--- config.mk ---
export PLATFORM = sky130hd
export DESIGN_NAME = lcdPanelTop
export DESIGN_NICKNAME = d
export VERILOG_FILES = /design/src/verilog/colorPkg.sv /design/src/verilog/lcdTimingPkg.sv /design/src/verilog/colorBarGen.sv /design/src/verilog/lcdPanelTop.sv /design/src/verilog/lcdTiming.sv /design/src/verilog/ledCycler.sv
export SDC_FILE = /design/constraint.sdc
export NUM_CORES = 1
export LEC_CHECK = 0
export BUFFER_PORTS_ARGS = -buffer_cell sky130_fd_sc_hd__buf_4
export CELL_PAD_IN_SITES_DETAIL_PLACEMENT = 1
export CELL_PAD_IN_SITES_GLOBAL_PLACEMENT = 1
export CORE_MARGIN = 2
export CORE_UTILIZATION = 46
export DETAILED_ROUTE_END_ITERATION = 10
export PLACE_DENSITY_LB_ADDON = 0.1
export SETUP_SLACK_MARGIN = 0.4
export SYNTH_ARGS = -nofsm -noshare
export SYNTH_HDL_FRONTEND = slang
export SYNTH_SLANG_ARGS = --single-unit
--- constraint.sdc ---
create_clock -name CLK_SYS -period 6 [get_ports CLK_SYS]
set_clock_uncertainty 0.15 [all_clocks]
set_input_delay 1.5 -clock CLK_SYS [delete_from_list [all_inputs] [get_ports CLK_SYS]]
set_output_delay 1.5 -clock CLK_SYS [all_outputs]
set_load 0.05 [all_outputs]
--- src/verilog/colorPkg.sv ---
`default_nettype none

package colorPkg;

	// RGB565 field widths
	localparam int redWidth = 5;
	localparam int greenWidth = 6;
	localparam int blueWidth = 5;

	// code 3 is not named and shows black
	typedef enum logic [1:0]
	{
		patBars = 2'd0,
		patGrid = 2'd1,
		patGradient = 2'd2
	} patternSelType;

	// bar colours left to right, packed as {R, G, B}
	localparam logic [redWidth+greenWidth+blueWidth-1:0] barTable [8] = '{
		16'hFFFF,
		16'hFFE0,
		16'h07FF,
		16'h07E0,
		16'hF81F,
		16'hF800,
		16'h001F,
		16'h0000
	};

	typedef logic [1:0] ledStateType;

endpackage

`default_nettype wire

--- src/verilog/lcdTimingPkg.sv ---
`default_nettype none

package lcdTimingPkg;

	// width of the pixel and line counters
	localparam int coordWidth = 11;

	// horizontal timing in pixels
	localparam int H_ACTIVE = 480;
	localparam int H_FRONT = 8;
	localparam int H_SYNC = 4;
	localparam int H_BACK = 43;

	// vertical timing in lines
	localparam int V_ACTIVE = 272;
	localparam int V_FRONT = 8;
	localparam int V_SYNC = 4;
	localparam int V_BACK = 12;

	// system clocks per pixel, 90 MHz down to a 9 MHz pixel rate
	localparam int PIX_DIV_DEFAULT = 10;

	typedef logic [coordWidth-1:0] coordType;

endpackage

`default_nettype wire

--- src/verilog/colorBarGen.sv ---
`timescale 1ns/1ps
`default_nettype none

module colorBarGen
#(
	parameter int H_ACTIVE = lcdTimingPkg::H_ACTIVE
)
(
	input wire CLK_SYS,
	input wire rst,
	input wire pixEn,
	input wire lcdTimingPkg::coordType pixX,
	input wire lcdTimingPkg::coordType pixY,
	input wire inActive,
	input wire colorPkg::patternSelType patternSel,
	output logic [colorPkg::redWidth-1:0] lcdR,
	output logic [colorPkg::greenWidth-1:0] lcdG,
	output logic [colorPkg::blueWidth-1:0] lcdB
);

	typedef logic [7:0][lcdTimingPkg::coordWidth-1:0] boundType;

	// bar k starts at the first x where x*8/H_ACTIVE reaches k
	function automatic boundType calcBounds();
		boundType b;
		for (int k = 0; k < 8; k++)
			b[k] = lcdTimingPkg::coordType'((k * H_ACTIVE + 7) / 8);
		return b;
	endfunction

	localparam boundType BAR_BOUND = calcBounds();

	logic [2:0] barIdx;
	logic [colorPkg::redWidth-1:0] nextR;
	logic [colorPkg::greenWidth-1:0] nextG;
	logic [colorPkg::blueWidth-1:0] nextB;

	always_comb
	begin
		barIdx = 3'd0;
		for (int k = 1; k < 8; k++)
			if (pixX >= BAR_BOUND[k])
				barIdx = 3'(k);
	end

	always_comb
	begin
		{nextR, nextG, nextB} = '0;
		if (inActive)
		begin
			case (patternSel)
				colorPkg::patBars:
					{nextR, nextG, nextB} = colorPkg::barTable[barIdx];
				colorPkg::patGrid:
					if ((pixX[3:0] == 4'd0) || (pixY[3:0] == 4'd0))
						{nextR, nextG, nextB} = '1;
				colorPkg::patGradient:
				begin
					nextR = pixX[7 -: colorPkg::redWidth];
					nextG = pixY[colorPkg::greenWidth-1:0];
				end
				default:
					{nextR, nextG, nextB} = '0;
			endcase
		end
	end

	always_ff @(posedge CLK_SYS or negedge rst)
	begin
		if (!rst)
		begin
			lcdR <= '0;
			lcdG <= '0;
			lcdB <= '0;
		end
		else if (pixEn)
		begin
			lcdR <= nextR;
			lcdG <= nextG;
			lcdB <= nextB;
		end
	end

endmodule

`default_nettype wire

--- src/verilog/lcdPanelTop.sv ---
`timescale 1ns/1ps
`default_nettype none

module lcdPanelTop
#(
	parameter int H_ACTIVE = lcdTimingPkg::H_ACTIVE,
	parameter int H_FRONT = lcdTimingPkg::H_FRONT,
	parameter int H_SYNC = lcdTimingPkg::H_SYNC,
	parameter int H_BACK = lcdTimingPkg::H_BACK,
	parameter int V_ACTIVE = lcdTimingPkg::V_ACTIVE,
	parameter int V_FRONT = lcdTimingPkg::V_FRONT,
	parameter int V_SYNC = lcdTimingPkg::V_SYNC,
	parameter int V_BACK = lcdTimingPkg::V_BACK,
	parameter int PIX_DIV = lcdTimingPkg::PIX_DIV_DEFAULT,
	parameter int LED_PERIOD = 12000000
)
(
	input wire CLK_SYS,
	input wire rst,
	input wire colorPkg::patternSelType patternSel,
	output logic lcdClk,
	output logic lcdHsync,
	output logic lcdVsync,
	output logic lcdDen,
	output logic [colorPkg::redWidth-1:0] lcdR,
	output logic [colorPkg::greenWidth-1:0] lcdG,
	output logic [colorPkg::blueWidth-1:0] lcdB,
	output logic [2:0] led
);

	logic pixEn;
	lcdTimingPkg::coordType pixX;
	lcdTimingPkg::coordType pixY;
	logic inActive;

	lcdTiming #(
		.H_ACTIVE(H_ACTIVE),
		.H_FRONT(H_FRONT),
		.H_SYNC(H_SYNC),
		.H_BACK(H_BACK),
		.V_ACTIVE(V_ACTIVE),
		.V_FRONT(V_FRONT),
		.V_SYNC(V_SYNC),
		.V_BACK(V_BACK),
		.PIX_DIV(PIX_DIV)
	) timing_i (
		.CLK_SYS(CLK_SYS),
		.rst(rst),
		.pixEn(pixEn),
		.pixX(pixX),
		.pixY(pixY),
		.inActive(inActive),
		.lcdClk(lcdClk),
		.lcdHsync(lcdHsync),
		.lcdVsync(lcdVsync),
		.lcdDen(lcdDen)
	);

	colorBarGen #(
		.H_ACTIVE(H_ACTIVE)
	) pattern_i (
		.CLK_SYS(CLK_SYS),
		.rst(rst),
		.pixEn(pixEn),
		.pixX(pixX),
		.pixY(pixY),
		.inActive(inActive),
		.patternSel(patternSel),
		.lcdR(lcdR),
		.lcdG(lcdG),
		.lcdB(lcdB)
	);

	ledCycler #(
		.LED_PERIOD(LED_PERIOD)
	) leds_i (
		.CLK_SYS(CLK_SYS),
		.rst(rst),
		.led(led)
	);

endmodule

`default_nettype wire

--- src/verilog/lcdTiming.sv ---
`timescale 1ns/1ps
`default_nettype none

module lcdTiming
#(
	parameter int H_ACTIVE = lcdTimingPkg::H_ACTIVE,
	parameter int H_FRONT = lcdTimingPkg::H_FRONT,
	parameter int H_SYNC = lcdTimingPkg::H_SYNC,
	parameter int H_BACK = lcdTimingPkg::H_BACK,
	parameter int V_ACTIVE = lcdTimingPkg::V_ACTIVE,
	parameter int V_FRONT = lcdTimingPkg::V_FRONT,
	parameter int V_SYNC = lcdTimingPkg::V_SYNC,
	parameter int V_BACK = lcdTimingPkg::V_BACK,
	parameter int PIX_DIV = lcdTimingPkg::PIX_DIV_DEFAULT
)
(
	input wire CLK_SYS,
	input wire rst,
	output logic pixEn,
	output lcdTimingPkg::coordType pixX,
	output lcdTimingPkg::coordType pixY,
	output logic inActive,
	output logic lcdClk,
	output logic lcdHsync,
	output logic lcdVsync,
	output logic lcdDen
);

	localparam int DIV_WIDTH = (PIX_DIV > 1) ? $clog2(PIX_DIV) : 1;
	localparam logic [DIV_WIDTH-1:0] DIV_LAST = DIV_WIDTH'(PIX_DIV - 1);
	localparam logic [DIV_WIDTH-1:0] DIV_HALF = DIV_WIDTH'(PIX_DIV / 2);

	localparam lcdTimingPkg::coordType H_ACT = lcdTimingPkg::coordType'(H_ACTIVE);
	localparam lcdTimingPkg::coordType H_SYNC_START =
		lcdTimingPkg::coordType'(H_ACTIVE + H_FRONT);
	localparam lcdTimingPkg::coordType H_SYNC_END =
		lcdTimingPkg::coordType'(H_ACTIVE + H_FRONT + H_SYNC);
	localparam lcdTimingPkg::coordType H_LAST =
		lcdTimingPkg::coordType'(H_ACTIVE + H_FRONT + H_SYNC + H_BACK - 1);

	localparam lcdTimingPkg::coordType V_ACT = lcdTimingPkg::coordType'(V_ACTIVE);
	localparam lcdTimingPkg::coordType V_SYNC_START =
		lcdTimingPkg::coordType'(V_ACTIVE + V_FRONT);
	localparam lcdTimingPkg::coordType V_SYNC_END =
		lcdTimingPkg::coordType'(V_ACTIVE + V_FRONT + V_SYNC);
	localparam lcdTimingPkg::coordType V_LAST =
		lcdTimingPkg::coordType'(V_ACTIVE + V_FRONT + V_SYNC + V_BACK - 1);

	logic [DIV_WIDTH-1:0] divCnt;
	logic [DIV_WIDTH-1:0] divNext;
	lcdTimingPkg::coordType xCnt;
	lcdTimingPkg::coordType yCnt;
	logic hSyncNow;
	logic vSyncNow;

	assign pixEn = (divCnt == DIV_LAST);
	assign divNext = pixEn ? '0 : divCnt + 1'b1;

	// lcdClk follows the next divider count so it rises halfway through the pixel
	always_ff @(posedge CLK_SYS or negedge rst)
	begin
		if (!rst)
		begin
			divCnt <= '0;
			lcdClk <= 1'b0;
		end
		else
		begin
			divCnt <= divNext;
			lcdClk <= (divNext >= DIV_HALF);
		end
	end

	always_ff @(posedge CLK_SYS or negedge rst)
	begin
		if (!rst)
		begin
			xCnt <= '0;
			yCnt <= '0;
		end
		else if (pixEn)
		begin
			if (xCnt == H_LAST)
			begin
				xCnt <= '0;
				if (yCnt == V_LAST)
					yCnt <= '0;
				else
					yCnt <= yCnt + 1'b1;
			end
			else
				xCnt <= xCnt + 1'b1;
		end
	end

	assign pixX = xCnt;
	assign pixY = yCnt;
	assign inActive = (xCnt < H_ACT) && (yCnt < V_ACT);
	assign hSyncNow = (xCnt >= H_SYNC_START) && (xCnt < H_SYNC_END);
	assign vSyncNow = (yCnt >= V_SYNC_START) && (yCnt < V_SYNC_END);

	// same strobe as the colour register, so control and RGB stay aligned
	always_ff @(posedge CLK_SYS or negedge rst)
	begin
		if (!rst)
		begin
			lcdHsync <= 1'b1;
			lcdVsync <= 1'b1;
			lcdDen <= 1'b0;
		end
		else if (pixEn)
		begin
			lcdHsync <= !hSyncNow;
			lcdVsync <= !vSyncNow;
			lcdDen <= inActive;
		end
	end

endmodule

`default_nettype wire

--- src/verilog/ledCycler.sv ---
`timescale 1ns/1ps
`default_nettype none

module ledCycler
#(
	parameter int LED_PERIOD = 12000000
)
(
	input wire CLK_SYS,
	input wire rst,
	output logic [2:0] led
);

	localparam int CNT_WIDTH = (LED_PERIOD > 1) ? $clog2(LED_PERIOD) : 1;
	localparam logic [CNT_WIDTH-1:0] CNT_LAST = CNT_WIDTH'(LED_PERIOD - 1);

	logic [CNT_WIDTH-1:0] periodCnt;
	colorPkg::ledStateType ledState;

	// state steps once per full period and wraps from 3 back to all off
	always_ff @(posedge CLK_SYS or negedge rst)
	begin
		if (!rst)
		begin
			periodCnt <= '0;
			ledState <= '0;
		end
		else if (periodCnt == CNT_LAST)
		begin
			periodCnt <= '0;
			ledState <= ledState + 1'b1;
		end
		else
			periodCnt <= periodCnt + 1'b1;
	end

	// LEDs are active low, so only the lit colour is pulled down
	assign led[0] = !(ledState == 2'd1);
	assign led[1] = !(ledState == 2'd2);
	assign led[2] = !(ledState == 2'd3);

endmodule

`default_nettype wire
==> impl_summary.log <==
INFO  metric run_status = completed
INFO  metric area_delta_synth_final = 11.7%
INFO  metric worst_ep_required_time = 4.35 ns
INFO  metric place_hpwl = 6110 microns
INFO  metric tritoncts = built
INFO  metric final_cell_count_no_fill = 495
INFO  metric worst_r2r_path_depth = 4
INFO  metric min-delay-start = timing_i.lcdVsync
INFO  metric cts.repair.resized = 0
INFO  metric post_synth_and_or_nand_nor_area_fraction = 0.255
INFO  metric pin_count = 27
INFO  metric synth_adder_area_share = 0.0334
INFO  metric finalSetupTns = 0 ns
INFO  metric chipHeight = 93.3 microns
INFO  metric clk_latency = 0.34 ns
INFO  metric ys_seq_area_frac = 0.464
INFO  metric final_util = 0.531
INFO  metric reg2reg_from = leds_i.periodCnt[17]
INFO  metric drt-total-wl = 9180 microns
INFO  metric final.hold.worst_slack = 0.338 ns
INFO  metric netlist_area = approximately 0.0037 sq mm
INFO  metric timing.final.crit_share = 0.489
INFO  metric grt_setup_unrepaired = no
INFO  metric setup.worst_path.end_class = output pin
INFO  metric timing.rr.end = leds_i.ledState[1]
INFO  metric worst_setup_path_startpoint = leds_i.ledState[0]
INFO  metric layout_setup_ws = just over 3 ns
INFO  metric timing.critical_path.from_type = flip-flop
INFO  metric synthesized_net_count = 387
INFO  metric synth.ff_latch_count = 68
INFO  metric synth_top_area_frac = 0.450
INFO  metric total_track_usage = 0.231
INFO  metric max_slew.worst_pin.slew = slightly below 0.9 ns
INFO  metric core-area = around 0.0077 sq mm
INFO  metric layout_min_cycle_time = roughly 3 ns
INFO  metric timing_max_transition_violations_final = 0
INFO  metric p_clk_frac = 0.450
INFO  metric clk_transition_reported_paths = 0.09 ns
INFO  metric synth.largest_area_cell = dfrtp_1
INFO  metric relative_max_transition_margin = 0.424
INFO  metric synth.most_common_cell = dfrtp_1
INFO  metric overflow = 0
INFO  metric maxCapViolCount = 0
INFO  metric power.density = 234 mW/mm^2
INFO  metric reg2reg_setup_slack = between 3 and 4 ns
INFO  metric drc_errors = 0
INFO  metric die_x_extent = 93.3 microns
INFO  metric pwr-share-seq = 0.488
INFO  metric grt_pass1_vias = 3138
INFO  metric grt_start_max_net_pins = 69
INFO  metric avgSynthCellArea = 9.81 sq um
INFO  metric power.internal = 715 uW
INFO  metric synth_async_reset_ratio = 1.00
INFO  metric num_antenna_cells = 0
INFO  metric route.detailed.vias_per_inst = 6.06
INFO  metric synth_common_cells = dfrtp_1, nand3_1, nand2_1, inv_1, o21ai_0
INFO  metric hold_class = reg2reg
INFO  metric num_rows = 32
INFO  metric synth_edf_count = 0
INFO  metric setup.worst_path.class = reg2out
INFO  metric placed_cells = 479
INFO  metric synth-compound-area-share = 0.119
INFO  metric syn_inst = 374
INFO  metric final_layout_size_suffix_gt1_frac = 0.140
INFO  metric initialDrtViolationCount = 154
INFO  metric io_buffers = 26
INFO  metric clock_tree_root_buffer_cell = clkbuf_8
INFO  metric total_switching_power = 243 uW
INFO  metric postCtsSetupRepairBufs = 0
INFO  metric synth.lib_cells_used.distinct = 58
INFO  metric ys_top_cells_by_area = dfrtp_1, nand3_1, xnor2_1
INFO  metric arrival = 1.28 ns
INFO  metric synth_top_family_by_area = simple AND/OR/NAND/NOR gates
INFO  metric power_frac_comb = 0.062
INFO  metric clock-sinks = around 70
INFO  metric cts_made_buffers = 9
INFO  metric synth_top_flop_cell = dfrtp_1
INFO  metric timing.final.hold_violations = 0
INFO  metric synth.yosys.warnings = 0
INFO  metric gp_congestion = 0.829
INFO  metric routed_wire_length_per_instance = 18.5 microns
INFO  metric route.antenna.remaining_nets = 0
INFO  metric initial_utilization = 0.475
INFO  metric final_nets = 401
INFO  metric post_synth_mux_area_share = 0.00546
INFO  metric htree_levels = 3
INFO  metric via_count = 2999
INFO  metric first_pass_iters = 4
INFO  metric die_footprint = 0.00871 sq mm
INFO  metric leakage = 1.75 nW
INFO  metric antenna_found_initial = 0
INFO  metric crit_fanout = 3
INFO  metric dpl_worst_slack = about 3.0 ns
INFO  metric hold_path_end = timing_i.lcdVsync
INFO  metric swShare = 0.254
INFO  metric clock_path_buffers = 2
INFO  metric worstHoldPathCells = 2
INFO  metric vdd.ir_drop.worst = just under 0.1 mV
INFO  metric synthXorXnorAreaFrac = 0.0692
INFO  metric timing.final.setup_violations = 0
INFO  metric wire_length_of_the_first_global_routing_pass = 16000 microns
INFO  metric ctsHoldBuffers = 0
INFO  metric fmax = roughly 0.34 GHz
==> metal layers <==
layer / vias up / global-route usage / routed length [microns] / part of all wire
met5: - / 0 / 0 / 0
met4: 0 / 0.0674 / 77 / 0.0084
met3: 8 / 0.0395 / 180 / 0.020
met2: 33 / 0.391 / 4700 / 0.51
met1: 1562 / 0.303 / 4230 / 0.46
li1: 1396 / - / - / -
==> placed cells by master (no fill, tap or decap), types with 3 or more instances in the layout <==
master | netlist | routed
dfrtp_1 | 66 | 66
nand3_1 | 31 | 31
buf_4 | 5 | 27
nand2_1 | 25 | 25
inv_1 | 20 | 20
o21ai_0 | 18 | 18
nand4_1 | 17 | 17
nor2_1 | 17 | 17
xnor2_1 | 15 | 15
xor2_1 | 14 | 14
nor3_1 | 13 | 13
a21oi_1 | 12 | 12
ha_1 | 9 | 9
clkbuf_8 | 0 | 9
and3_1 | 7 | 7
nor4_1 | 7 | 7
and4_1 | 6 | 6
a221o_1 | 6 | 6
and2_1 | 5 | 5
o221ai_1 | 5 | 5
o31ai_1 | 4 | 4
or4_1 | 4 | 4
a31oi_1 | 4 | 4
nor3b_1 | 3 | 3
a21o_1 | 3 | 3
==> per-stage QoR <==
step	instance area, sq um	power, mW
2_1_floorplan	3670	0.513
3_3_place_gp	3880	0.536
3_5_place_dp	3880	0.537
4_1_cts	4100	0.969
5_1_grt	4100	0.989
6_report	4100	0.958
==> how the worst max path moves through the flow <==
| stage | end | slack, ns |
|---|---|---|
| after floorplan | lcdB[1] | 3.40 |
| after global placement | pattern_i.lcdG[2] | 3.00 |
| after detailed placement | pattern_i.lcdG[4] | 2.98 |
| after CTS | led[1] | 3.03 |
| after global routing | led[1] | 3.00 |
| final | led[1] | 3.07 |
==> power by group through the flow <==
stage | clock network, mW | logic (mW) | registers, mW
final | 0.431 | 0.0597 | 0.467
after global placement | 0 | 0.0599 | 0.476
after detailed placement | 0 | 0.0610 | 0.476
after global routing | 0.457 | 0.0638 | 0.468
after CTS | 0.441 | 0.0609 | 0.467
after floorplan | 0 | 0.0191 | 0.494
==> flip-flops by register name, summed over array words and instances (netlist names), 2 cells and up <==
register and flops:
leds_i.periodCnt 24, timing_i.divCnt 4, pattern_i.lcdG 6, timing_i.pixY 11, timing_i.pixX 11, pattern_i.lcdR 5
leds_i.ledState 2
==> logic make-up after synthesis <==
family          after synthesis
flops                        68
simple gates                157
buf+inv                      44
fa+ha+maj                    10
compound gates               64
xor+xnor                     29
mux                           2
==> critical path, cell delays in order, from the launching register on <==
cell     delay [ns]
dfrtp_1        0.41
inv_1          0.09
ha_1           0.20
inv_1          0.06
buf_4          0.19
==> area by class of cell <==
cell class | count | area (sq um)
Multi-Input combinational cell | 262 | 1770
Timing Repair Buffer | 27 | 203
Inverter | 20 | 75.1
Clock inverter | 7 | 98.8
Fill cell | 885 | 3630
Sequential cell | 68 | 1700
Tap cell | 102 | 128
Clock buffer | 9 | 124
No activity file was read; power rests on OpenSTA's default activity.
